$ cat config.mk
export PLATFORM = sky130hd
export DESIGN_NAME = ex_mem
export DESIGN_NICKNAME = d
export VERILOG_FILES = /design/src/design/rv_isa_pkg.sv /design/src/design/pipe_pkg.sv /design/src/design/pipe_regs.sv
export VERILOG_INCLUDE_DIRS = /design/src /design/src/design
export SDC_FILE = /design/constraint.sdc
export NUM_CORES = 1
export LEC_CHECK = 0
export CORE_UTILIZATION = 55
export CTS_CLUSTER_SIZE = 30
export DETAILED_ROUTE_END_ITERATION = 12
export DONT_BUFFER_PORTS = 1
export PLACE_DENSITY = 0.69
export SYNTH_ARGS = -nofsm -noshare
export SYNTH_HDL_FRONTEND = slang
export SYNTH_SLANG_ARGS = --single-unit
$ cat constraint.sdc
create_clock -name clk -period 2.7 [get_ports clk]
set_input_delay 0 -clock clk [delete_from_list [all_inputs] [get_ports clk]]
set_output_delay 0 -clock clk [all_outputs]
set_load 0.01 [all_outputs]
$ cat src/design/core_macros.svh
`ifndef CORE_MACROS_SVH
`define CORE_MACROS_SVH

// Operand and address width
`define XLEN 32

// Architectural integer registers
`define REG_COUNT 32

// Data memory size in 32-bit words
`define DMEM_WORDS 64

`endif

$ cat src/design/rv_isa_pkg.sv
`default_nettype none

`include "core_macros.svh"

package rv_isa_pkg;

    typedef logic [`XLEN-1:0] word_t;
    typedef logic [$clog2(`REG_COUNT)-1:0] reg_sel_t;

    // Major opcodes of the supported subset
    typedef enum logic [6:0] {
        OP     = 7'b0110011,
        OP_IMM = 7'b0010011,
        LUI    = 7'b0110111,
        LOAD   = 7'b0000011,
        STORE  = 7'b0100011
    } opcode_e;

    // funct3 of the integer ALU instructions
    typedef enum logic [2:0] {
        F3_ADD_SUB = 3'b000,
        F3_SLL     = 3'b001,
        F3_SLT     = 3'b010,
        F3_SLTU    = 3'b011,
        F3_XOR     = 3'b100,
        F3_SR      = 3'b101,
        F3_OR      = 3'b110,
        F3_AND     = 3'b111
    } funct3_e;

    // Only whole-word loads and stores
    localparam logic [2:0] F3_WORD = 3'b010;

    // ADD first so that a cleared bundle adds
    typedef enum logic [3:0] {
        ALU_ADD,
        ALU_SUB,
        ALU_AND,
        ALU_OR,
        ALU_XOR,
        ALU_SLL,
        ALU_SRL,
        ALU_SRA,
        ALU_SLT,
        ALU_SLTU
    } alu_op_e;

endpackage

`default_nettype wire

$ cat src/design/pipe_pkg.sv
`default_nettype none

package pipe_pkg;

    import rv_isa_pkg::*;

    // All zero is a bubble
    typedef struct packed {
        logic    mem_write;
        logic    mem_read;
        logic    mem_to_reg;
        logic    reg_wr_en;
        logic    alu_src;
        alu_op_e alu_op;
    } ctrl_t;

    typedef struct packed {
        word_t instruction;
    } if_id_t;

    typedef struct packed {
        word_t    rs_data1;
        word_t    rs_data2;
        word_t    imm;
        reg_sel_t rd_sel;
        ctrl_t    ctrl;
    } id_ex_t;

    // rs_data2 is the store data from here on
    typedef struct packed {
        word_t    alu_result;
        word_t    rs_data2;
        reg_sel_t rd_sel;
        ctrl_t    ctrl;
    } ex_mem_t;

    typedef struct packed {
        word_t    alu_result;
        word_t    mem_data;
        reg_sel_t rd_sel;
        ctrl_t    ctrl;
    } mem_wb_t;

endpackage

`default_nettype wire

$ cat src/design/pipe_regs.sv
`timescale 1ns/1ps
`default_nettype none



module ex_mem import pipe_pkg::*; (
    input  wire     clk,
    input  wire     rst,
    input  wire     ex_mem_t i_d,
    output ex_mem_t o_q
);

    always_ff @(posedge clk, posedge rst)
    begin
        if (rst)
        begin
            o_q <= '0;
        end
        else
        begin
            o_q <= i_d;
        end
    end

endmodule


`default_nettype wire

==> impl_metrics.toml <==
[routing]
first_pass_iters = 3
ant_nets = 0
via_per_inst = 4.71
wl_mm = 4.66
wl_per_cell_um = 21.1
drcViolationCount = 0
via_count = 1040
drt_iter0_drc = 42

[logic_synthesis]
synth-seq-cells = 78
synth_compound_area_frac = 0
syn_inst = 79
ys_top_cells_by_count = "dfrtp_1, inv_1"
synth_top_family_by_area = "buffers and inverters"
synthTopCellsByArea = "dfrtp_1, inv_1"
synth.top_cell.area_share = 0.998
ys_warn_count = 0
synth-edff-count = 0
seq_area_frac_synth = 0.998
synth_top_cell_by_area = "dfrtp_1"
synth_xor_area_frac = 0
synth.distinct_cells = 2
yosysMostFrequentCell = "dfrtp_1"
async_reset_ff_frac = 1.00
syn_nets = 159
synthAdderAreaFrac = 0
muxShareOfSynthArea = 0
avgSynthCellArea_um2 = 24.8
yosys.area_share.simple = 0
dominantRegCellSynth = "dfrtp_1"
synth_area_um2 = 1960

[finish]
largest_reg_flops = 78
multi_input_area_um2 = 0
drive_gt1_frac = 0.0971
multi_input_cells = 0
largest_register = "o_q"
reg.largest.list = "o_q: 78 flops"
diodes = 0
nNetsFinal = 250
ff_latch_area_um2 = 1950
areaGrowthSynthToFinish_pct = 49.4
fill_cells = 166

[clocking]
cts_buffers = 9
clk_path_buf_depth = 2
cts_tree = "yes"
clock-sinks = 78
htreeDepth = 3
cts_root_buffer = "clkbuf_4"
clk_pin_slew_ps = 110
cts_setup_buffers = 0

[setup_path]
path_class = "in -> async"
critPathLaunch = "rst"
path_max_fanout = 78
crit_path_start_kind = "primary input"
endpoint = "o_q[44]"
crit_required_ps = 3100
worstSetupEndpointType = "asynchronous set/reset pin"
crit_arrival_ps = 1310

[power]
power-per-cell-area_nw_per_um2 = 671
p_leak_nw = 1.32
vdd_drop_max_mv = 0.611
power_mw = 1.96

[floorplan]
dieHeight_um = 61.6
design.die.area_um2 = 3800
num_rows = 21
core_area_um2 = 3360
ioPinCount = 158
die_x_um = 61.6
initial_utilization = 0.581

[placed_design]
io_buffers = 0
place.gp.congestion = 0.617
dp_hpwl_mm = 2.51

[timing]
relSlewSlack = 0.405
fin_setup_tns_ps = 0
tightest_slew_ps = 893
slew_viol_final = 0
finalCriticalPeriod_ps = 911
max_freq_mhz = 1100
final.period_utilization = 0.338
setup_violations = 0
hold_viol = 0
rsz0062_at_grt = "false"

[outcome]
outcome = "completed"

[global_routing]
grt_usage = 0.259
overflow = 0
antenna_found_initial = 0
grt_pass1_vias = 1147
grt_max_degree = 79
grt_pass1_wl_mm = 6.18

[flow_run]
drv_cap = 0

[min_path]
hold_path.class = "in -> reg"
==> where the power goes <==
part           internal, mW  switching, mW
registers              1.23         0.0610
logic                0.0771         0.0398
clock network         0.208          0.346
==> metal layers <==
| layer | track usage | wire length, um | vias up |
|---|---|---|---|
| met3 | 0.128 | 529 | 4 |
| met5 | 0 | 0 | - |
| met2 | 0.410 | 2540 | 77 |
| met4 | 0.137 | 31 | 0 |
| met1 | 0.290 | 1560 | 533 |
| li1 | - | - | 426 |
==> timing repair <==
| action | in CTS | in global routing |
|---|---|---|
| endpoints found under the hold margin | 156 | 0 |
| endpoints found under the setup margin | 0 | 0 |
| hold buffers | 79 | 0 |
| gates resized for setup | 0 | 0 |
==> stage by stage <==
stage | util | cell area [um2] | setup WS [ps] | hold slack, ps | cells
after detailed placement | 0.601 | 2020 | 1900 | 31.5 | 126
after floorplan | - | 1960 | 705 | 31.4 | 79
after global routing | 0.869 | 2920 | 1600 | 129 | 221
after CTS | 0.869 | 2920 | 1770 | 135 | 221
final | 0.869 | 2920 | 1790 | 168 | 221
after global placement | 0.601 | 2020 | 1950 | 31.5 | 126
==> critical path, cell delays in order <==
cell and delay, ps:
dlygate4sd3_1 550, inv_2 50, buf_4 680
==> cell type report <==
type                  instances  area share
Timing Repair Buffer         80       0.273
Sequential cell              78       0.668
Clock inverter                5     0.00857
Inverter                      1     0.00128
Tap cell                     46      0.0197
Clock buffer                 11      0.0291
==> cell usage in the layout, fill, tap and decap left out <==
| master | n |
|---|---|
| dlygate4sd3_1 | 79 |
| dfrtp_1 | 78 |
| clkbuf_4 | 9 |
| clkinv_2 | 5 |
| inv_2 | 1 |
| clkbuf_8 | 1 |
| clkbuf_1 | 1 |
| buf_4 | 1 |
==> cells by family after synthesis <==
group    count (synthesis)
flops                   78
buf+inv                  1
==> worst min-delay path by stage <==
| stage | startpoint | to | cells past startpoint | slack [ps] |
|---|---|---|---|---|
| 2_1_floorplan | i_d[0] | o_q[0] | 0 | 30 |
| 3_3_place_gp | i_d[73] | o_q[73] | 0 | 30 |
| 3_5_place_dp | i_d[6] | o_q[6] | 0 | 30 |
| 4_1_cts | i_d[76] | o_q[76] | 1 | 130 |
| 5_1_grt | i_d[7] | o_q[7] | 1 | 130 |
| 6_report | i_d[66] | o_q[66] | 1 | 170 |
Power figures use the tool's default switching activity.
