--- src/design/core_macros.svh ---
`ifndef CORE_MACROS_SVH
`define CORE_MACROS_SVH

// Operand and address width
`define XLEN 32

// Architectural integer registers
`define REG_COUNT 32

// Data memory size in 32-bit words
`define DMEM_WORDS 64

`endif

--- src/design/rv_isa_pkg.sv ---
`default_nettype none

`include "core_macros.svh"

package rv_isa_pkg;

    typedef logic [`XLEN-1:0] word_t;
    typedef logic [$clog2(`REG_COUNT)-1:0] reg_sel_t;

    // Major opcodes of the supported subset
    typedef enum logic [6:0] {
        OP     = 7'b0110011,
        OP_IMM = 7'b0010011,
        LUI    = 7'b0110111,
        LOAD   = 7'b0000011,
        STORE  = 7'b0100011
    } opcode_e;

    // funct3 of the integer ALU instructions
    typedef enum logic [2:0] {
        F3_ADD_SUB = 3'b000,
        F3_SLL     = 3'b001,
        F3_SLT     = 3'b010,
        F3_SLTU    = 3'b011,
        F3_XOR     = 3'b100,
        F3_SR      = 3'b101,
        F3_OR      = 3'b110,
        F3_AND     = 3'b111
    } funct3_e;

    // Only whole-word loads and stores
    localparam logic [2:0] F3_WORD = 3'b010;

    // ADD first so that a cleared bundle adds
    typedef enum logic [3:0] {
        ALU_ADD,
        ALU_SUB,
        ALU_AND,
        ALU_OR,
        ALU_XOR,
        ALU_SLL,
        ALU_SRL,
        ALU_SRA,
        ALU_SLT,
        ALU_SLTU
    } alu_op_e;

endpackage

`default_nettype wire

--- src/design/data_mem.sv ---
`timescale 1ns/1ps
`default_nettype none

`include "core_macros.svh"

module data_mem import rv_isa_pkg::*; (
    input  wire   clk,
    input  wire   rst,
    input  wire   word_t i_addr,
    input  wire   i_wr_en,
    input  wire   word_t i_wr_data,
    input  wire   i_rd_en,
    output word_t o_rd_data
);

    localparam int ADDR_BITS = $clog2(`DMEM_WORDS);

    word_t                mem [`DMEM_WORDS];
    logic [ADDR_BITS-1:0] index;

    // Word index, upper address bits wrap
    assign index = i_addr[ADDR_BITS+1:2];

    always_ff @(posedge clk, posedge rst)
    begin
        if (rst)
        begin
            for (int i = 0; i < `DMEM_WORDS; i++)
            begin
                mem[i] <= '0;
            end
        end
        else if (i_wr_en)
        begin
            mem[index] <= i_wr_data;
        end
    end

    assign o_rd_data = i_rd_en ? mem[index] : '0;

endmodule

`default_nettype wire

--- config.mk ---
export PLATFORM = sky130hd
export DESIGN_NAME = data_mem
export DESIGN_NICKNAME = d
export VERILOG_FILES = /design/src/design/rv_isa_pkg.sv /design/src/design/data_mem.sv
export VERILOG_INCLUDE_DIRS = /design/src /design/src/design
export SDC_FILE = /design/constraint.sdc
export NUM_CORES = 2
export LEC_CHECK = 0
export BUFFER_PORTS_ARGS = -buffer_cell sky130_fd_sc_hd__buf_2
export CAP_MARGIN = 20
export CORE_MARGIN = 1.5
export CORE_UTILIZATION = 57
export DETAILED_ROUTE_END_ITERATION = 12
export GPL_ROUTABILITY_DRIVEN = 0
export PLACE_DENSITY = 0.77
export SLEW_MARGIN = 20
export SYNTH_ARGS = -nofsm -noshare
export SYNTH_HDL_FRONTEND = slang
export SYNTH_SLANG_ARGS = --single-unit
--- constraint.sdc ---
create_clock -name clk -period 60.6 [get_ports clk]
set_input_delay 6.06 -clock clk [delete_from_list [all_inputs] [get_ports clk]]
set_output_delay 6.06 -clock clk [all_outputs]
set_load 0.02 [all_outputs]
==> results.yml <==
outcome:
  outcome: "completed"
synthesis:
  syn-mean-instance-area_sq_um: 13.3
  synth_seq_cells: 2048
  synthesis.instances: 6933
  synth-edff-count: 0
  post_synth_num_cell_types: 59
  yosysSeqAreaShare: 0.555
  mappedNetlistArea_sq_um: 92300
  synth-async-reset-ratio: 1.00
  yosys_warnings: 0
  synth_fp_nets: 7001
  postSynth.topFlopCell: "sky130_fd_sc_hd__dfrtp_1"
pwr:
  power_per_cell_area_nw_per_um2: 33.0
  post-layout-total-power_mw: 3.33
  leakage_nw: 46.7
  vdd_drop_max_mv: 0.0336
finish:
  proportion_of_layout_cells_with_a_drive_suffix_above_1: 0.415
  max_ffs_per_register: 2048
  layout_stage_area_growth_over_the_synthesis_result_pct: 9.27
  register_area_sq_um: 51200
  nets: 6686
  final_core_utilization: 0.628
  max_flop_register: "mem"
  mostFrequentLayoutCells: "2130 x sky130_fd_sc_hd__mux2_2, 2048 x sky130_fd_sc_hd__dfrtp_1, 614 x sky130_fd_sc_hd__a221oi_1"
  multi_input_gate_area_sq_um: 38100
  final_common_cell: "sky130_fd_sc_hd__mux2_2"
  top_regs: "mem (2048)"
  num-fill-cells: 11779
global_routing:
  grt_first_pass_wirelength_um: 450000
  grt.busiest_layer: "met2"
  initial_antenna_violation_count: 16
  grtUsageMet1: 0.490
  groute.usage.overall: 0.376
  grtUsageMet3: 0.129
  groute.layer.met2.usage: 0.548
  maximum_number_of_pins_on_one_net_before_global_route_repair: 184
  grt_overflow: 0
  vias_in_the_first_global_route: 65338
setup_path:
  crit_arrival_ns: 10.73
  crit_path_max_fanout: 51
  crit_path_start_kind: "input port"
  end_kind: "output pin"
  required_ns: 54.54
  critical_path_class: "input port to output pin"
clock_network:
  ctsHoldBuffers: 0
  number_of_cells_upsized_or_downsized_after_cts: 0
  cts-root-buf: "sky130_fd_sc_hd__clkbuf_16"
  worst_skew_pair.late_latency_ns: 0.83
  post_cts_buffers: 0
  clock_tree.htree_level_count: 4
  cts_inserted_buffers: 204
  clk_path_buf_depth: 3
  clk_pin_slew_ns: 0.06
  tritoncts_num_sinks: 2048
  cts_tree: "yes"
drt:
  drt_iter0_markers: 8541
  detail_route.drc_violations: 0
  routedWlPerCell_um: 34.4
  antenna_violating_nets_post_route: 0
  detail_route.wirelength_um: 308000
  via_count: 64779
  detail_route.first_pass.iterations: 6
  post_drt_via_cell_ratio: 7.23
sta:
  tightestPinTransition_ns: 1.23
  tns_ns: 0
  finalCritPeriodShare: 0.277
  timing.max_slew.rel_slack: 0.175
  grt_setup_unrepaired: "no"
  finalCriticalPeriod_ns: 16.79
  final_hold_viol_count: 0
  fin_skew_ns: 0
  max_clock_freq_mhz: 59.6
  total_setup_violations_reported_at_the_end_of_the_flow: 0
  slew_viol_final: 0
  holdWs_ns: 0.491
hold_path:
  min_path_type: "flop to flop"
die:
  die_width_um: 405
  floorplan.core_area_sq_um: 161000
  start_util: 0.574
  floorplan.die.height_um: 405
  row_count: 147
  full_die_area_sq_um: 164000
  io_pins: 100
placed_design:
  dp_hpwl_um: 169000
  number_of_port_buffers: 73
job:
  drv.max_cap_violation_count: 0
## final timing paths
kind,start,endpoint,slack [ns],cells past startpoint
setup / recovery,i_addr[2],o_rd_data[14],43.81,11
max in group asynchronous,rst,mem[1552],50.78,8
setup reg to reg,mem[1451],mem[1451],59.78,1
hold / removal,mem[1148],mem[1148],0.49,1
min in group asynchronous,rst,mem[1886],5.24,2
hold reg to reg,mem[1148],mem[1148],0.49,1
## stage by stage
stage / setup slack (ns) / instance area, sq um / std cells
global route: 43.89 / 101000 / 8946
CTS: 44.03 / 101000 / 8937
finish: 43.81 / 101000 / 8954
global placement: 44.01 / 93800 / 8567
detailed placement: 44.03 / 93800 / 8567
floorplan: 26.10 / 92300 / 6933
## cells in the mapped netlist, drive strengths merged, types with 11 or more instances
cell,n,share of area
a22o,48,0.0046
nand4,11,0.00075
a221o,25,0.0027
a22oi,140,0.011
dfrtp,2048,0.56
o22ai,57,0.0039
o22a,24,0.0023
o21ai,218,0.012
a221oi,616,0.059
o41a,18,0.0022
nor2,341,0.014
nor3,15,0.0011
mux2i,103,0.011
a21oi,107,0.0058
clkbuf,359,0.015
nand3,25,0.0014
nand2,118,0.0048
mux2,2144,0.26
buf,411,0.022
## logic make-up (layout without fill, tap and decap cells)
kind of cell           after synthesis  count (layout)  synth area share
DFF                               2048            2048             0.555
muxes                             2257            2257             0.275
AOI/OAI and AO/OA                 1312            1312             0.109
buffers and inverters              776             625            0.0369
other                                0              12                 0
and+or+nand+nor                    540             540            0.0242
## power breakdown
group | total, mW | internal, mW | switching, mW
clock network | 1.29 | 0.743 | 0.543
registers | 1.64 | 1.55 | 0.0933
logic | 0.405 | 0.194 | 0.210
## layer usage
layer	wire length, um	vias to the layer above
li1	-	25307
met2	133000	4411
met1	114000	33863
met4	20800	14
met5	103	-
met3	40500	1184
## worst max-delay path, cell delays in order
cell,delay [ns]
sky130_fd_sc_hd__buf_6,0.23
sky130_fd_sc_hd__and2_4,0.55
sky130_fd_sc_hd__buf_4,0.79
sky130_fd_sc_hd__buf_4,0.67
sky130_fd_sc_hd__buf_4,0.74
sky130_fd_sc_hd__a221oi_1,0.20
sky130_fd_sc_hd__nor2_1,0.12
sky130_fd_sc_hd__o21ai_0,0.14
sky130_fd_sc_hd__and4_1,0.31
sky130_fd_sc_hd__a41oi_1,0.50
sky130_fd_sc_hd__buf_2,0.27
## final cells by class
cell class | instances | area share
diodes | 12 | 0.000298
flip-flops and latches | 2048 | 0.508
clock buffers | 305 | 0.0608
clock inverters | 65 | 0.00673
multi-input cells | 4109 | 0.378
repair buffers | 249 | 0.0194
inverters | 6 | 0.000434
well taps | 2160 | 0.0268
Power figures use the tool's default switching activity.
