==> config.mk <==
export PLATFORM = sky130hd
export DESIGN_NAME = if_id
export DESIGN_NICKNAME = d
export VERILOG_FILES = /design/src/design/rv_isa_pkg.sv /design/src/design/pipe_pkg.sv /design/src/design/pipe_regs.sv
export VERILOG_INCLUDE_DIRS = /design/src /design/src/design
export SDC_FILE = /design/constraint.sdc
export NUM_CORES = 1
export LEC_CHECK = 0
export BUFFER_PORTS_ARGS = -buffer_cell sky130_fd_sc_hd__buf_2
export CAP_MARGIN = 15
export CORE_MARGIN = 2
export CORE_UTILIZATION = 36
export DETAILED_ROUTE_END_ITERATION = 16
export PLACE_DENSITY = 0.75
export SLEW_MARGIN = 20
export SYNTH_ARGS = -nofsm -noshare
export SYNTH_HDL_FRONTEND = slang
export SYNTH_SLANG_ARGS = --single-unit
export TNS_END_PERCENT = 20
==> constraint.sdc <==
create_clock -name clk -period 1 [get_ports clk]
set_input_delay 0.15 -clock clk [delete_from_list [all_inputs] [get_ports clk]]
set_output_delay 0.15 -clock clk [all_outputs]
set_load 0.02 [all_outputs]
==> src/design/core_macros.svh <==
`ifndef CORE_MACROS_SVH
`define CORE_MACROS_SVH

// Operand and address width
`define XLEN 32

// Architectural integer registers
`define REG_COUNT 32

// Data memory size in 32-bit words
`define DMEM_WORDS 64

`endif

==> src/design/rv_isa_pkg.sv <==
`default_nettype none

`include "core_macros.svh"

package rv_isa_pkg;

    typedef logic [`XLEN-1:0] word_t;
    typedef logic [$clog2(`REG_COUNT)-1:0] reg_sel_t;

    // Major opcodes of the supported subset
    typedef enum logic [6:0] {
        OP     = 7'b0110011,
        OP_IMM = 7'b0010011,
        LUI    = 7'b0110111,
        LOAD   = 7'b0000011,
        STORE  = 7'b0100011
    } opcode_e;

    // funct3 of the integer ALU instructions
    typedef enum logic [2:0] {
        F3_ADD_SUB = 3'b000,
        F3_SLL     = 3'b001,
        F3_SLT     = 3'b010,
        F3_SLTU    = 3'b011,
        F3_XOR     = 3'b100,
        F3_SR      = 3'b101,
        F3_OR      = 3'b110,
        F3_AND     = 3'b111
    } funct3_e;

    // Only whole-word loads and stores
    localparam logic [2:0] F3_WORD = 3'b010;

    // ADD first so that a cleared bundle adds
    typedef enum logic [3:0] {
        ALU_ADD,
        ALU_SUB,
        ALU_AND,
        ALU_OR,
        ALU_XOR,
        ALU_SLL,
        ALU_SRL,
        ALU_SRA,
        ALU_SLT,
        ALU_SLTU
    } alu_op_e;

endpackage

`default_nettype wire

==> src/design/pipe_pkg.sv <==
`default_nettype none

package pipe_pkg;

    import rv_isa_pkg::*;

    // All zero is a bubble
    typedef struct packed {
        logic    mem_write;
        logic    mem_read;
        logic    mem_to_reg;
        logic    reg_wr_en;
        logic    alu_src;
        alu_op_e alu_op;
    } ctrl_t;

    typedef struct packed {
        word_t instruction;
    } if_id_t;

    typedef struct packed {
        word_t    rs_data1;
        word_t    rs_data2;
        word_t    imm;
        reg_sel_t rd_sel;
        ctrl_t    ctrl;
    } id_ex_t;

    // rs_data2 is the store data from here on
    typedef struct packed {
        word_t    alu_result;
        word_t    rs_data2;
        reg_sel_t rd_sel;
        ctrl_t    ctrl;
    } ex_mem_t;

    typedef struct packed {
        word_t    alu_result;
        word_t    mem_data;
        reg_sel_t rd_sel;
        ctrl_t    ctrl;
    } mem_wb_t;

endpackage

`default_nettype wire

==> src/design/pipe_regs.sv <==
`timescale 1ns/1ps
`default_nettype none

module if_id import pipe_pkg::*; (
    input  wire    clk,
    input  wire    rst,
    input  wire    if_id_t i_d,
    output if_id_t o_q
);

    // Zero instruction decodes as a bubble
    always_ff @(posedge clk, posedge rst)
    begin
        if (rst)
        begin
            o_q <= '0;
        end
        else
        begin
            o_q <= i_d;
        end
    end

endmodule




`default_nettype wire

==> impl_metrics.env <==
export IMPL_coreArea_um2=2170
export IMPL_grt_max_degree=20
export IMPL_io_buffers=65
export IMPL_fillers=160
export IMPL_critPathLaunchType="flop"
export IMPL_hp_class="input pin to async pin"
export IMPL_start_util_pct=37.1
export IMPL_critPathKind="flop to primary output"
export IMPL_violations="setup timing"
export IMPL_largest_reg_flops=32
export IMPL_die_w_um=51.3
export IMPL_reg_top3="o_q (32)"
export IMPL_finalWirelength_mm=2.24
export IMPL_synth_top_area_share_pct=99.5
export IMPL_area_growth_pct=103
export IMPL_dpl_hpwl_mm=1.20
export IMPL_status="complete, but fails checks"
export IMPL_clkTransAtPathRegs_ns=0.10
export IMPL_synthTopCellsByArea="dfrtp_1 (100%), inv_1 (0.47%)"
export IMPL_crit_buf_inv=1
export IMPL_cp_slowest_stage_delay_ns=0.41
export IMPL_netlist_area_um2=805
export IMPL_critical_path_required_ns=0.85
export IMPL_cp_end_kind="primary output"
export IMPL_post_route_drc_count=0
export IMPL_drt_initial_drc_count=3
export IMPL_grt_total_usage_pct=19.9
export IMPL_worstMarginPinSlew_ns=0.234
export IMPL_via_per_inst=3.92
export IMPL_yosys_area_top_type="dfrtp_1"
export IMPL_clock_sink_count=32
export IMPL_p_leak_nw=0.835
export IMPL_num_antenna_cells=0
export IMPL_cp_max_fo=1
export IMPL_synth_cell_types=2
export IMPL_timing_final_ws_setup_ns=-0.0177
export IMPL_yosysMostFrequentCell="dfrtp_1"
export IMPL_ctsLongestPathBuffers=2
export IMPL_num_vias=663
export IMPL_slew_headroom_pct=84.4
export IMPL_grt_pass1_wl_mm=3.39
export IMPL_synth_edf_count=0
export IMPL_finalPower_mw=2.48
export IMPL_cp_arrival_ns=0.87
export IMPL_fmax_mhz=983
export IMPL_synthTopCellsByCount="dfrtp_1 (32), inv_1 (1)"
export IMPL_cellPowerDensity_nw_per_um2=1520
export IMPL_synth_top_flop_cell="dfrtp_1"
export IMPL_ant_nets=0
export IMPL_fin_setup_tns_ns=-0.0177
export IMPL_yosys_warnings=0
export IMPL_place_ws_ns=0.343
export IMPL_rows=17
export IMPL_grt_pass1_vias=703
export IMPL_synth_seq_cells=32
export IMPL_cp_top_family="flip-flops"
export IMPL_slowest_stage="dfrtp_1"
export IMPL_peakVddDrop_mv=1.06
export IMPL_multi_input_area_um2=0
export IMPL_nets=174
export IMPL_path_cells="buf_6"
export IMPL_first_pass_iters=2
export IMPL_regMostFlops="o_q"
export IMPL_cts_root_buffer="clkbuf_4"
export IMPL_rsz0062_at_grt="yes"
export IMPL_numCtsBuffers=5
export IMPL_ys_async_sr_fraction_pct=100
export IMPL_avgSynthCellArea_um2=24.4
export IMPL_multi_input_gates=0
export IMPL_drt_wirelength_per_cell_um=13.2
export IMPL_maxSlewViolCount=0
export IMPL_antenna_found_initial=0
export IMPL_place_gp_congestion=0.601
export IMPL_die_h_um=51.3
export IMPL_io_pins=66
export IMPL_ys_seq_area_share_pct=99.5
export IMPL_dieArea_um2=2630
export IMPL_grt_ovfl_total=0
export IMPL_maxCapViolations=0
export IMPL_finalSetupViolCount=1
export IMPL_min_period_ns=1.02
export IMPL_h_tree_depth=2
export IMPL_hold_viol=0
export IMPL_regArea_um2=801
export IMPL_cts_tree="done"
export IMPL_syn_nets=67
export IMPL_period_share_pct=102
export IMPL_drive_above_1_share_pct=51.8
export IMPL_synthCells=33
## layout by cell type, fill, tap and decap left out
cell / netlist / final
buf_6: 0 / 10
clkbuf_4: 0 / 5
clkbuf_8: 0 / 1
buf_4: 0 / 2
buf_2: 0 / 55
dlygate4sd3_1: 0 / 33
clkbuf_1: 0 / 2
dfrtp_1: 32 / 32
inv_1: 1 / 1
## power breakdown
group	switching [mW]	leakage, nW	internal, mW
Combinational	0.174	0.430	0.203
Clock	0.382	0.0326	0.347
Sequential	0.0204	0.373	1.36
Total	0.577	0.835	1.91
## final cells by class
class / instances / area share, %
Inverter: 1 / 0.230
Timing Repair Buffer: 100 / 44.9
Tap cell: 28 / 2.15
Clock buffer: 8 / 3.60
Sequential cell: 32 / 49.1
## tightest hold or removal path: stages
cell and delay, ns:
dlygate4sd3_1 0.53, buf_2 0.12, inv_1 0.06, buf_4 0.20
## stage by stage
step,util [%],cell area [um^2],instances,hold slack [ns]
2_1_floorplan,-,805,33,0.181
3_3_place_gp,54.4,1180,128,0.169
3_5_place_dp,54.4,1180,128,0.176
4_1_cts,73.2,1590,169,0.392
5_1_grt,75.2,1630,169,0.413
6_report,75.2,1630,169,0.383
## routing by layer
layer  track usage (%)  vias up  share of wire (%)
met3              7.31        4                4.4
met2              39.4       23                 65
li1                  -      312                  -
met4              9.21        0                1.4
met1              17.2      324                 29
met5                 0        -                  0
## worst max path at each step
stage,start,to,slack [ns],cells after the start
final,o_q[16],o_q[16],-0.02,1
after global routing,o_q[16],o_q[16],-0.05,1
after CTS,o_q[30],o_q[30],-0.007,1
after detailed placement,o_q[27],o_q[27],0.34,1
after global placement,o_q[11],o_q[11],0.36,1
after floorplan,rst,o_q[0],0.16,1
## cells by family (layout without fill, tap and decap cells)
family,after synthesis,after routing,synth area share [%]
buf+inv,1,109,0.466
flops,32,32,99.5
## repair_timing
item / CTS / global route
buffers inserted: 0 / 0
gates resized for setup: 6 / 14
setup endpoints to repair: 6 / 32
hold buffers: 33 / 0
endpoints found under the hold margin: 64 / 0
pin swaps: 0 / 0
No activity file was read; power rests on OpenSTA's default activity.
