===== config.mk =====
export PLATFORM = sky130hd
export DESIGN_NAME = mem_wb
export DESIGN_NICKNAME = d
export VERILOG_FILES = /design/src/design/rv_isa_pkg.sv /design/src/design/pipe_pkg.sv /design/src/design/pipe_regs.sv
export VERILOG_INCLUDE_DIRS = /design/src /design/src/design
export SDC_FILE = /design/constraint.sdc
export NUM_CORES = 1
export LEC_CHECK = 0
export BUFFER_PORTS_ARGS = -buffer_cell sky130_fd_sc_hd__buf_2
export CAP_MARGIN = 20
export CORE_MARGIN = 1.5
export CORE_UTILIZATION = 40
export CTS_CLUSTER_DIAMETER = 30
export DETAILED_ROUTE_END_ITERATION = 12
export GPL_TIMING_DRIVEN = 0
export PLACE_DENSITY_LB_ADDON = 0.1
export SYNTH_ARGS = -nofsm -noshare
export SYNTH_HDL_FRONTEND = slang
export SYNTH_SLANG_ARGS = --single-unit

===== constraint.sdc =====
create_clock -name clk -period 5 [get_ports clk]
set_input_delay 0 -clock clk [delete_from_list [all_inputs] [get_ports clk]]
set_output_delay 0 -clock clk [all_outputs]
set_load 0.03 [all_outputs]

===== src/design/core_macros.svh =====
`ifndef CORE_MACROS_SVH
`define CORE_MACROS_SVH

// Operand and address width
`define XLEN 32

// Architectural integer registers
`define REG_COUNT 32

// Data memory size in 32-bit words
`define DMEM_WORDS 64

`endif


===== src/design/rv_isa_pkg.sv =====
`default_nettype none

`include "core_macros.svh"

package rv_isa_pkg;

    typedef logic [`XLEN-1:0] word_t;
    typedef logic [$clog2(`REG_COUNT)-1:0] reg_sel_t;

    // Major opcodes of the supported subset
    typedef enum logic [6:0] {
        OP     = 7'b0110011,
        OP_IMM = 7'b0010011,
        LUI    = 7'b0110111,
        LOAD   = 7'b0000011,
        STORE  = 7'b0100011
    } opcode_e;

    // funct3 of the integer ALU instructions
    typedef enum logic [2:0] {
        F3_ADD_SUB = 3'b000,
        F3_SLL     = 3'b001,
        F3_SLT     = 3'b010,
        F3_SLTU    = 3'b011,
        F3_XOR     = 3'b100,
        F3_SR      = 3'b101,
        F3_OR      = 3'b110,
        F3_AND     = 3'b111
    } funct3_e;

    // Only whole-word loads and stores
    localparam logic [2:0] F3_WORD = 3'b010;

    // ADD first so that a cleared bundle adds
    typedef enum logic [3:0] {
        ALU_ADD,
        ALU_SUB,
        ALU_AND,
        ALU_OR,
        ALU_XOR,
        ALU_SLL,
        ALU_SRL,
        ALU_SRA,
        ALU_SLT,
        ALU_SLTU
    } alu_op_e;

endpackage

`default_nettype wire


===== src/design/pipe_pkg.sv =====
`default_nettype none

package pipe_pkg;

    import rv_isa_pkg::*;

    // All zero is a bubble
    typedef struct packed {
        logic    mem_write;
        logic    mem_read;
        logic    mem_to_reg;
        logic    reg_wr_en;
        logic    alu_src;
        alu_op_e alu_op;
    } ctrl_t;

    typedef struct packed {
        word_t instruction;
    } if_id_t;

    typedef struct packed {
        word_t    rs_data1;
        word_t    rs_data2;
        word_t    imm;
        reg_sel_t rd_sel;
        ctrl_t    ctrl;
    } id_ex_t;

    // rs_data2 is the store data from here on
    typedef struct packed {
        word_t    alu_result;
        word_t    rs_data2;
        reg_sel_t rd_sel;
        ctrl_t    ctrl;
    } ex_mem_t;

    typedef struct packed {
        word_t    alu_result;
        word_t    mem_data;
        reg_sel_t rd_sel;
        ctrl_t    ctrl;
    } mem_wb_t;

endpackage

`default_nettype wire


===== src/design/pipe_regs.sv =====
`timescale 1ns/1ps
`default_nettype none




module mem_wb import pipe_pkg::*; (
    input  wire     clk,
    input  wire     rst,
    input  wire     mem_wb_t i_d,
    output mem_wb_t o_q
);

    always_ff @(posedge clk, posedge rst)
    begin
        if (rst)
        begin
            o_q <= '0;
        end
        else
        begin
            o_q <= i_d;
        end
    end

endmodule

`default_nettype wire


==> metrics, run 1 <==
Synth Area in Simple Gates 0; vias per cell 4.12; RSZ-0062 raised after global routing false; hold_sp i_d[51]; Final Net Count 406; hold path depth 2; Initial Utilization 0.414; # rows 25; Final Slew Violations 0; final hold violations 0; num ports 158; hold crit path type input port to register; clock buffer count from CTS 9; Starting DRT DRC Count 47; Arr. time, crit path 1340 ps; Hold Crit Endpoint o_q[51]; Clk Tree Root Cell clkbuf_8; biggest regs o_q x78; Die Ht 72.9 microns; most common cell after layout, fill and taps aside buf_2; Post-Layout Inst Area 0.00384 sq mm; # H-tree levels 3; clock slew at reported path FFs 80 ps; die area 0.00532 sq mm; status complete, no violations; Port Buffers 157; max reg flops 78; Peak VDD IR 0.000360 V; adder-cell share of the synthesized area 0; DP Area 0.00283 sq mm; CP Launch Type input port; drt first pass iters 4; mux cell area share after synthesis 0; core area 0.00472 sq mm; Cells after Synth 79; main combinational cell family by area after synthesis buffers and inverters; layout cells sized above 1 0.526; Synth Cell Area 0.00196 sq mm; vias 1639; Hold WS 301 ps; Clock Sinks 78; overall power 0.00138 W; first-pass GRT wire length 8.58 mm; Pwr Density 359 mW/mm^2; Util after Layout 0.813; Clock Path Buffers 2; sequential-to-total area share from yosys stat 0.998; fmax 1.00 GHz; total gr overflow 0; GPL Wtd Cong 0.663; Final ANT Viol Nets 0; placed wire-length estimate 2.92 mm; Reg with most FFs o_q; vias in the first global route 1839; Antenna Cells 0; Slew @ Worst Pin 904 ps; area of the multi-input gates 0 sq um; Max-cap violations 0; drt wl/cell 14.7 microns; CP endpoint kind async pin; Max FO, Critical Path 78; synth unique cells 2; #MultiIn Comb 0; syn_area_per_cell 24.8 sq um; fin crit period 999 ps; Area Growth Syn to Fin 96.4%; routed wire length 5.84 mm; initial antenna violation count 0; setup TNS 0 ps; largest net degree at the start of global routing 79; syn_nets 159; GRT Util Overall 0.231; CTS tree yes; max_slew headroom 0.398; Die Span X 72.9 microns; CP required 5340 ps; Synth Area in Compound Gates 0; xor and xnor area share after synthesis 0; Seq cells post-synth 78; setup violators final 0; drt drc 0; Synth Warn # 0; Period Utilization, post-route 0.200; most frequent cells in the layout buf_2, dlygate4sd3_1, dfrtp_1; CP Class input port to async pin; LEAKAGE 1.97 nW
-- power by group --
group	switching (W)	internal (W)
Combinational	0.000112	0.0000837
Sequential	0.00000788	0.000662
Clock	0.000221	0.000293
Total	0.000341	0.00104
-- critical path, stage by stage --
cell           delay, ps
dlygate4sd3_1        530
buf_2                130
inv_4                640
-- metal layers --
metal	vias to the layer above	wire length, microns	global-route usage
li1	733	-	-
met1	788	1970	0.226
met2	101	3280	0.432
met3	17	422	0.0677
met4	0	167	0.126
met5	-	0	0
-- stage by stage --
step | instances | setup slack, ps
finish | 398 | 4000
global route | 398 | 3790
CTS | 398 | 3970
detailed placement | 303 | 4160
global placement | 303 | 2250
floorplan | 79 | 3000
-- synth_stat cells --
| master | count | area share |
|---|---|---|
| dfrtp_1 | 78 | 1.0 |
| inv_1 | 1 | 0.0019 |
-- logic make-up (layout without fill, tap and decap cells) --
group | count (synthesis) | count (layout)
DFF | 78 | 78
buffers and inverters | 1 | 253
-- repair_timing --
item / CTS / global route
resized for setup: 0 / 0
hold endpoints to repair: 156 / 0
setup endpoints to repair: 0 / 0
buffers inserted: 0 / 0
hold buffers: 79 / 0
-- layout make-up --
type                  count  area, sq um
Clock buffer             10          138
Clock inverter            6         85.1
Fill cell               265          882
Inverter                  1         6.26
Sequential cell          78         1950
Tap cell                 67         83.8
Timing Repair Buffer    236         1580
-- worst max-delay path by stage --
stage / start / end / slack [ps] / depth (start not counted)
5_1_grt: rst / o_q[2] / 3790 / 3
6_report: rst / o_q[2] / 4000 / 3
3_5_place_dp: rst / o_q[53] / 4160 / 2
3_3_place_gp: rst / o_q[53] / 2250 / 2
2_1_floorplan: rst / o_q[0] / 3000 / 1
4_1_cts: rst / o_q[2] / 3970 / 3
Note: power is estimated with default switching activity, not from simulation.
==> inputs of run 2 (changes only) <==
- CORE_UTILIZATION: 40 -> 37
- clock period: 5 -> 1 ns (I/O delays scaled with it)
==> metrics, run 2 (synthesis results as in run 1) <==
Peak VDD IR 0.00132 V; Reg with most FFs o_q; first-pass GRT wire length 8.31 mm; Final ANT Viol Nets 0; hold crit path type input port to async pin; num ports 158; Post-Layout Inst Area 0.00385 sq mm; Initial Utilization 0.383; # H-tree levels 3; status finished with violations; Starting DRT DRC Count 32; core area 0.00511 sq mm; Clock Sinks 78; Max-cap violations 0; clock buffer count from CTS 9; Slew @ Worst Pin 730 ps; Port Buffers 157; Clock Path Buffers 2; Final Net Count 406; met2 Use GR 0.342; Setup Buffers After CTS 0; CP endpoint kind output port; CP Launch Type register; Util after Layout 0.754; Antenna Cells 0; Pwr Density 1770 mW/mm^2; Period Utilization, post-route 0.897; LEAKAGE 1.97 nW; drt wl/cell 14.2 microns; CTS tree yes; most frequent cells in the layout buf_2, dlygate4sd3_1, dfrtp_1; initial antenna violation count 0; area of the multi-input gates 0 sq um; max_slew headroom 0.513; final hold violations 33; drt first pass iters 2; vias 1588; Max FO, Critical Path 1; hold_buf cts 78; CP peak stage delay 390 ps; RSZ-0062 raised after global routing false; WP buf/inv 1; overall power 0.00683 W; fmax 1.12 GHz; setup violators final 0; Area Growth Syn to Fin 96.8%; GRT Util Overall 0.212; Die Span X 75.7 microns; #MultiIn Comb 0; Clk Tree Root Cell clkbuf_8; CP max-delay cell dfrtp_1; DP Area 0.00285 sq mm; routed wire length 5.71 mm; max reg flops 78; GPL Wtd Cong 0.720; vias per cell 3.96; largest net degree at the start of global routing 46; grt peak-use layer met2; Hold WS -216 ps; cell family with most CP delay flip-flops; total gr overflow 0; vias in the first global route 1722; met1 Use GR 0.244; drt drc 0; critical-path cell list buf_2; clock slew at reported path FFs 70 ps; die area 0.00573 sq mm; # rows 26; Final Slew Violations 0; most common cell after layout, fill and taps aside buf_2; CP Class register to output port; biggest regs o_q x78; Die Ht 75.7 microns; GRT met3 Usage 0.0913; Arr. time, crit path 900 ps; layout cells sized above 1 0.523; fin crit period 897 ps; CP required 1000 ps; failing checks negative hold slack
run 2: cell count changes in the layout (fill, tap and decap cells not counted):
| cell | before | now |
|---|---|---|
| dlygate4sd3_1 | 79 | 78 |
| clkinvlp_4 | 2 | 1 |
| inv_4 | 1 | 0 |
| clkbuf_1 | 0 | 2 |
| buf_12 | 0 | 1 |
run 2: timing repair:
action / CTS / global route
endpoints found under the setup margin: 0 / 0
resized for setup: 0 / 0
endpoints found under the hold margin: 111 / 33
run 2: metal layers:
layer,share of wire,vias up
met3,0.12,6
met2,0.48,106
met5,0,-
met4,0.015,0
li1,-,735
met1,0.39,741
run 2: worst max-delay path by stage:
stage | startpoint | endpoint | cells after the start
6_report | o_q[68] | o_q[68] | 1
5_1_grt | o_q[68] | o_q[68] | 1
4_1_cts | o_q[68] | o_q[68] | 1
3_5_place_dp | rst | o_q[49] | 3
3_3_place_gp | rst | o_q[49] | 2
2_1_floorplan | rst | o_q[0] | 1
run 2: metrics by stage:
step	hold slack (ps)	std cells	setup TNS [ps]	setup WS, ps
floorplan	31.4	79	0	118
global placement	107	306	-27410	-354
detailed placement	109	307	0	173
CTS	-208	401	0	75.9
global route	-172	401	0	61.2
finish	-216	401	0	103
run 2: cell type report:
class / count / area, sq um
Clock inverter: 4 / 70.1
Clock buffer: 12 / 145
Fill cell: 342 / 1260
Inverter: 1 / 7.51
Sequential cell: 78 / 1950
Timing Repair Buffer: 236 / 1590
Tap cell: 70 / 87.6
run 2: report_power, final:
group | switching [W] | internal, W
sequential | 0.0000411 | 0.00331
clock | 0.00103 | 0.00147
combinational | 0.000556 | 0.000424
total | 0.00163 | 0.00520
