`src/design/core_macros.svh`:
```
`ifndef CORE_MACROS_SVH
`define CORE_MACROS_SVH

// Operand and address width
`define XLEN 32

// Architectural integer registers
`define REG_COUNT 32

// Data memory size in 32-bit words
`define DMEM_WORDS 64

`endif

```
`src/design/rv_isa_pkg.sv`:
```
`default_nettype none

`include "core_macros.svh"

package rv_isa_pkg;

    typedef logic [`XLEN-1:0] word_t;
    typedef logic [$clog2(`REG_COUNT)-1:0] reg_sel_t;

    // Major opcodes of the supported subset
    typedef enum logic [6:0] {
        OP     = 7'b0110011,
        OP_IMM = 7'b0010011,
        LUI    = 7'b0110111,
        LOAD   = 7'b0000011,
        STORE  = 7'b0100011
    } opcode_e;

    // funct3 of the integer ALU instructions
    typedef enum logic [2:0] {
        F3_ADD_SUB = 3'b000,
        F3_SLL     = 3'b001,
        F3_SLT     = 3'b010,
        F3_SLTU    = 3'b011,
        F3_XOR     = 3'b100,
        F3_SR      = 3'b101,
        F3_OR      = 3'b110,
        F3_AND     = 3'b111
    } funct3_e;

    // Only whole-word loads and stores
    localparam logic [2:0] F3_WORD = 3'b010;

    // ADD first so that a cleared bundle adds
    typedef enum logic [3:0] {
        ALU_ADD,
        ALU_SUB,
        ALU_AND,
        ALU_OR,
        ALU_XOR,
        ALU_SLL,
        ALU_SRL,
        ALU_SRA,
        ALU_SLT,
        ALU_SLTU
    } alu_op_e;

endpackage

`default_nettype wire

```
`src/design/alu.sv`:
```
`timescale 1ns/1ps
`default_nettype none

module alu import rv_isa_pkg::*; (
    input  wire   word_t i_a,
    input  wire   word_t i_b,
    input  wire   alu_op_e i_op,
    output word_t o_result
);

    logic [4:0] shamt;

    assign shamt = i_b[4:0];

    always_comb
    begin
        case (i_op)
            ALU_ADD:  o_result = i_a + i_b;
            ALU_SUB:  o_result = i_a - i_b;
            ALU_AND:  o_result = i_a & i_b;
            ALU_OR:   o_result = i_a | i_b;
            ALU_XOR:  o_result = i_a ^ i_b;
            ALU_SLL:  o_result = i_a << shamt;
            ALU_SRL:  o_result = i_a >> shamt;
            ALU_SRA:  o_result = word_t'($signed(i_a) >>> shamt);
            // Compares give 0 or 1
            ALU_SLT:  o_result = word_t'($signed(i_a) < $signed(i_b));
            ALU_SLTU: o_result = word_t'(i_a < i_b);
            default:  o_result = '0;
        endcase
    end

endmodule

`default_nettype wire

```
`config.mk`:
```
export PLATFORM = sky130hd
export DESIGN_NAME = alu
export DESIGN_NICKNAME = d
export VERILOG_FILES = /design/src/design/rv_isa_pkg.sv /design/src/design/alu.sv
export VERILOG_INCLUDE_DIRS = /design/src /design/src/design
export SDC_FILE = /design/constraint.sdc
export NUM_CORES = 1
export LEC_CHECK = 0
export BUFFER_PORTS_ARGS = -buffer_cell sky130_fd_sc_hd__buf_2
export CAP_MARGIN = 40
export CORE_MARGIN = 2
export CORE_UTILIZATION = 46
export DETAILED_ROUTE_END_ITERATION = 12
export PLACE_DENSITY_LB_ADDON = 0.08
export SLEW_MARGIN = 20
export SYNTH_ARGS = -nofsm -noshare
export SYNTH_HDL_FRONTEND = slang
export SYNTH_SLANG_ARGS = --single-unit
```
`constraint.sdc`:
```
create_clock -name vclk -period 6.6
set_input_delay 1.32 -clock vclk [all_inputs]
set_output_delay 1.32 -clock vclk [all_outputs]
set_load 0.05 [all_outputs]
```
==> results by group, run 1 <==
Synthesis
  – Yosys cell types: 75
  – Mean Syn Cell Area: 6.727 µm²
  – Synth top area cells: ha_1 (15%), mux4_2 (9.2%), o21ai_0 (6.5%), mux2i_1 (6.4%), a21oi_1 (5.9%)
  – Syn. warnings: 0
  – Mapped Cells: roughly 1200
  – Sequential area share after synthesis: 0%
  – Yosys top cell by area: ha_1
  – Synth Cell Area: between 8000 and 9000 µm²
  – Post-Syn Nets: between 1000 and 1500
  – Yosys top cell area share: ~15%

Setup path
  – Crit-path max FO: 5
  – Worst-path cell chain: buf_2 > inv_1 > ha_1 > fa_1 > o21bai_1 > a31oi_1 > a21oi_1 > o211ai_1 > o211a_1 > o21bai_1 > o21ai_0 > xnor2_1 > o221ai_1 > buf_2
  – CP endpoint kind: primary output
  – CP Class: input pin to primary output
  – Delay-heaviest family, CP: compound AO/OA/AOI/OAI gates
  – Crit path required time: 5.28 ns
  – Slowest stage delay, CP: around 0.43 ns
  – WP depth: 14
  – Buf+Inv Stages, Crit Path: 3
  – Startpoint Class: input pin
  – Worst EP arrival: between 4 and 5 ns
  – Critical-path top delay cell: fa_1

Clocking
  – Post-CTS Resized: 0
  – # hold bufs at CTS: 0
  – Post-CTS setup buffers: 0

Worst hold path
  – Hold path depth: 5
  – Hold Path Class: input pin to primary output

Detailed routing
  – 1st-iter DRT viols: approximately 1300
  – Met2 wire length: 16200 µm
  – Final WL: about 38000 µm
  – Via/cell ratio: about 7
  – Antenna viol nets, final: 0
  – Wirelength per Cell: between 20 and 30 µm
  – Drt first pass iters: 6
  – Drt drc: 0
  – Top layer in use: met4
  – Met1 wire length: ~17000 µm
  – DR WL met3: 3950 µm
  – Via count: between 10000 and 15000

Final layout
  – FF+latch count: 0
  – Fillers: ~1900
  – Most frequent cells in the layout: nor2_1 (129), nand2_1 (109), o21ai_0 (107)
  – Commonest non-fill, non-tap cell in the layout: nor2_1
  – CLK BUF: 0
  – Layout cells sized above 1: 14.79%
  – Final Instance Count excl. Fillers: ~1500
  – Layout net count: 1434
  – # diodes: 0
  – Reg area: 0 µm²
  – Area Overhead vs Synth: 7.646%

Global routing
  – Initial antenna violation count: 0
  – Grt ovf: 0
  – Vias in the first global route: about 9000
  – Largest net degree at the start of global routing: a little under 80
  – GRT Total Usage: a little under two fifths
  – Global-route wire length before repair: 56950 µm

Die
  – DIE WIDTH: 138.2 µm
  – Core footprint: roughly 18000 µm²
  – Site row count: 49
  – Die ar.: 19090 µm²
  – Starting density of the core: a little under half
  – I/O pin cnt: 100
  – Die Y: 138.2 µm

Placement
  – PortBufs: 100
  – Cell count after placement: approximately 1500
  – Placer Congestion: 1.022
  – Dpl hpwl: roughly 30000 µm

STA
  – Measured slew at the worst slew-check pin: 0.8377 ns
  – Total negative setup slack: 0 ns
  – Count of pins over their slew limit: 0
  – Final worst-path cycle share: roughly nine tenths
  – Timing-limited maximum frequency: roughly 0.17 GHz
  – Final hold vios: 0
  – Tmin final: a little over 6 ns
  – RSZ-0062 raised after global routing: no
  – Final setup vio count: 0
  – Slew margin rel.: 44.15%

Run
  – Max-Cap Viols: 0

Power and ir drop
  – Worst VDD drop: approximately 0.053 mV
  – Pleak: between 3 and 4 nW
  – PD cells: 98.48 nW/µm²

Outcome
  – Outcome: finished, final reports clean
## through the flow
stage | cell area, µm² | utilization (%) | hold slack (ns) | power (mW) | setup WS, ns
finish | 8914 | 49.96 | 3.282 | 0.8778 | 0.5535
floorplan | 8280 | - | 3.161 | 0.5896 | 0.05394
global route | 8914 | 49.96 | 3.308 | 0.9311 | 0.4175
CTS | 8914 | 49.96 | 3.274 | 0.8506 | 0.6617
global placement | 8914 | 49.96 | 3.271 | 0.8504 | 0.7396
detailed placement | 8914 | 49.96 | 3.269 | 0.8467 | 0.6754
## report_power, final
| part | switching, mW | internal, mW | total (mW) |
|---|---|---|---|
| Clock | 0 | 0 | 0 |
| Combinational | 0.591 | 0.287 | 0.878 |
| Sequential | 0 | 0 | 0 |
| Total | 0.591 | 0.287 | 0.878 |
## path summary, 6_finish.rpt
path / startpoint / endpoint / slack (ns)
max: i_a[0] / o_result[22] / 0.55
min: i_op[2] / o_result[0] / 3.28
## layer usage
layer  track usage, %  vias to the layer above
li1                 -                     4644
met1            58.55                     4906
met2            56.04                      625
met3            5.092                       64
met4            6.874                        0
met5                0                        -
## Yosys cell counts (10+ instances only)
library cell and number:
nor3_1 39, a22oi_1 13, a21o_1 16, o21bai_1 12, o2111ai_1 10, mux2i_1 53
o211ai_1 27, mux4_2 34, inv_1 92, clkbuf_1 68, buf_1 10, a211o_1 13
o21ai_0 107, nand3_1 21, nor2b_1 13, a21oi_1 98, o22ai_1 11, nand2_1 109
ha_1 98, buf_2 14, nand2b_1 16, a31oi_1 12, nor2_1 129, xnor2_1 18
or3_1 12, a221oi_1 18, o31ai_1 14, a211oi_1 22
## area by class of cell
| type | count | area (µm²) | share of cell area, % |
|---|---|---|---|
| well taps | 229 | 286.5 | 3.214 |
| repair buffers | 130 | 740.7 | 8.310 |
| multi-input cells | 1038 | 7526 | 84.43 |
| inverters | 96 | 360.3 | 4.043 |
## logic make-up after synthesis
family	share of synthesized area, %
multiplexers	16.61
XOR/XNOR	2.115
AO/OA/AOI/OAI	35.90
AND/OR/NAND/NOR	20.85
adder cells (fa/ha/maj)	15.29
buffers and inverters	9.232
Power figures use the tool's default switching activity.
==> run 2, diff against run 1 <==
==> constraint.sdc (replaced) <==
create_clock -name vclk -period 5.9
set_input_delay 1.18 -clock vclk [all_inputs]
set_output_delay 1.18 -clock vclk [all_outputs]
set_load 0.05 [all_outputs]
==> results by group, run 2 (same netlist as run 1, synthesis figures left out) <==
Outcome
  – Outcome: finished, final reports clean (unchanged)

STA
  – Total negative setup slack: 0 ns (unchanged)
  – RSZ-0062 raised after global routing: no (unchanged)
  – Final setup vio count: 0 (unchanged)
  – Timing-limited maximum frequency: around 0.18 GHz
  – Worst hold slack: 2.967 ns (was 3.282 ns)
  – Tmin final: roughly 5.7 ns
  – Count of pins over their slew limit: 0 (unchanged)
  – Final worst-path cycle share: roughly 96%
  – Measured slew at the worst slew-check pin: 0.8584 ns (was 0.8377 ns)
  – Slew margin rel.: 41.29% (was 44.15%)
  – Final hold vios: 0 (unchanged)

Die
  – DIE WIDTH: 138.2 µm (unchanged)
  – I/O pin cnt: 100 (unchanged)
  – Die ar.: 19090 µm² (unchanged)
  – Die Y: 138.2 µm (unchanged)
  – Starting density of the core: 46.41% (unchanged)
  – Core footprint: 17840 µm² (unchanged)
  – Site row count: 49 (unchanged)

Final layout
  – Layout net count: 1452 (was 1434)
  – Most frequent cells in the layout: nor2_1 (129), nand2_1 (109), o21ai_0 (103) (was nor2_1 (129), nand2_1 (109), o21ai_0 (107))
  – Util after Layout: 50.88% (was 49.96%)
  – CLK BUF: 0 (unchanged)
  – Commonest non-fill, non-tap cell in the layout: nor2_1 (unchanged)
  – FF+latch count: 0 (unchanged)
  – Reg area: 0 µm² (unchanged)
  – Area Overhead vs Synth: 9.625% (was 7.646%)
  – Multi-input logic area: 7530 µm² (was 7526 µm²)
  – Layout cells sized above 1: 16.07% (was 14.79%)
  – # diodes: 0 (unchanged)
  – Fillers: 1892 (was 1905)

Power and ir drop
  – Total power draw: 1.000 mW (was 0.8778 mW)
  – PD cells: 110.2 nW/µm² (was 98.48 nW/µm²)
  – Pleak: 4.072 nW (was 3.968 nW)
  – Worst VDD drop: 0.06620 mV (was 0.05327 mV)

Setup path
  – Worst setup path end: o_result[27] (was o_result[22])
  – Crit path required time: 4.72 ns (was 5.28 ns)
  – Setup crit start: i_a[3] (was i_a[0])
  – Crit-path max FO: 10 (was 5)
  – Worst EP arrival: 4.49 ns (was 4.73 ns)
  – CP Class: input pin to primary output (unchanged)
  – Startpoint Class: input pin (unchanged)
  – CP endpoint kind: primary output (unchanged)

Global routing
  – Vias in the first global route: 9167 (was 9073)
  – GRT Total Usage: 38.02% (was 37.81%)
  – Global-route wire length before repair: 57080 µm (was 56950 µm)
  – Grt ovf: 0 (unchanged)
  – Largest net degree at the start of global routing: 83 (was 78)
  – Initial antenna violation count: 2 (was 0)

Detailed routing
  – Final WL: 38450 µm (was 38300 µm)
  – 1st-iter DRT viols: 1230 (was 1286)
  – Antenna viol nets, final: 0 (unchanged)
  – Via/cell ratio: 6.742 (was 6.858)
  – Via count: 10190 (was 10240)
  – Drt first pass iters: 6 (unchanged)
  – Drt drc: 0 (unchanged)
  – Wirelength per Cell: 25.45 µm (was 25.65 µm)

Clocking
  – # hold bufs at CTS: 0 (unchanged)
  – Post-CTS setup buffers: 0 (unchanged)

Placement
  – Dpl hpwl: 30520 µm (was 30250 µm)
  – Placer Congestion: 1.034 (was 1.022)
  – PortBufs: 100 (unchanged)

Worst hold path
  – Hold Path Class: input pin to primary output (unchanged)

Run
  – Max-Cap Viols: 0 (unchanged)
-- run 2: cell types whose count changed in the layout (fill, tap and decap cells not counted), moves of 2 or more --
cell      before  now
buf_4         30   46
o21ai_0      107  103
o21ai_1        2    6
buf_12         1    3
o311ai_0       6    4
o311ai_1       2    4
-- run 2: critical path, stage by stage --
cell and delay, ns:
buf_2 0.16, inv_1 0.10, ha_1 0.50, nand3_1 0.11
nor2_1 0.24, o311ai_1 0.21, o211ai_1 0.35, a21oi_1 0.17
o21ba_2 0.28, o311ai_0 0.61, mux2i_1 0.26, nand3_1 0.08
buf_2 0.23
-- run 2: what timing repair did --
| action | 4_1_cts | 5_1_grt |
|---|---|---|
| setup endpoints to repair | 0 | 1 |
| hold endpoints to repair | 0 | 0 |
| gates resized for setup | 0 | 1 |
-- run 2: metal layers --
| metal | wire, µm | GRT usage (%) |
|---|---|---|
| met2 | 16330 | 57.27 |
| met5 | 13 | 0 |
| met4 | 779 | 5.747 |
| met1 | 16930 | 57.75 |
| met3 | 4402 | 6.443 |
-- run 2: cell type report --
cell class         instances  share of cell area, %
multi-input cells       1038                  82.95
repair buffers           148                  9.924
inverters                 96                  3.970
well taps                229                  3.156
-- run 2: power breakdown --
| part | switching, mW | internal, mW |
|---|---|---|
| clock network | 0 | 0 |
| registers | 0 | 0 |
| logic | 0.665 | 0.335 |
-- run 2: worst min-delay path by stage --
stage	from	to	slack (ns)	cells after the start
final	i_op[2]	o_result[0]	2.97	5
after detailed placement	i_op[2]	o_result[0]	2.95	5
after global routing	i_op[2]	o_result[0]	3.02	5
after global placement	i_op[2]	o_result[0]	2.96	5
after CTS	i_op[2]	o_result[0]	2.95	5
after floorplan	i_op[2]	o_result[0]	2.88	3
-- run 2: through the flow --
stage          area (µm²)  instances  setup slack [ns]
6_report             9077       1511            0.2336
5_1_grt              9077       1511           0.04556
4_1_cts              9074       1511            0.2024
3_5_place_dp         9074       1511            0.2163
3_3_place_gp         9074       1511            0.3223
2_1_floorplan        8285       1231           0.02048
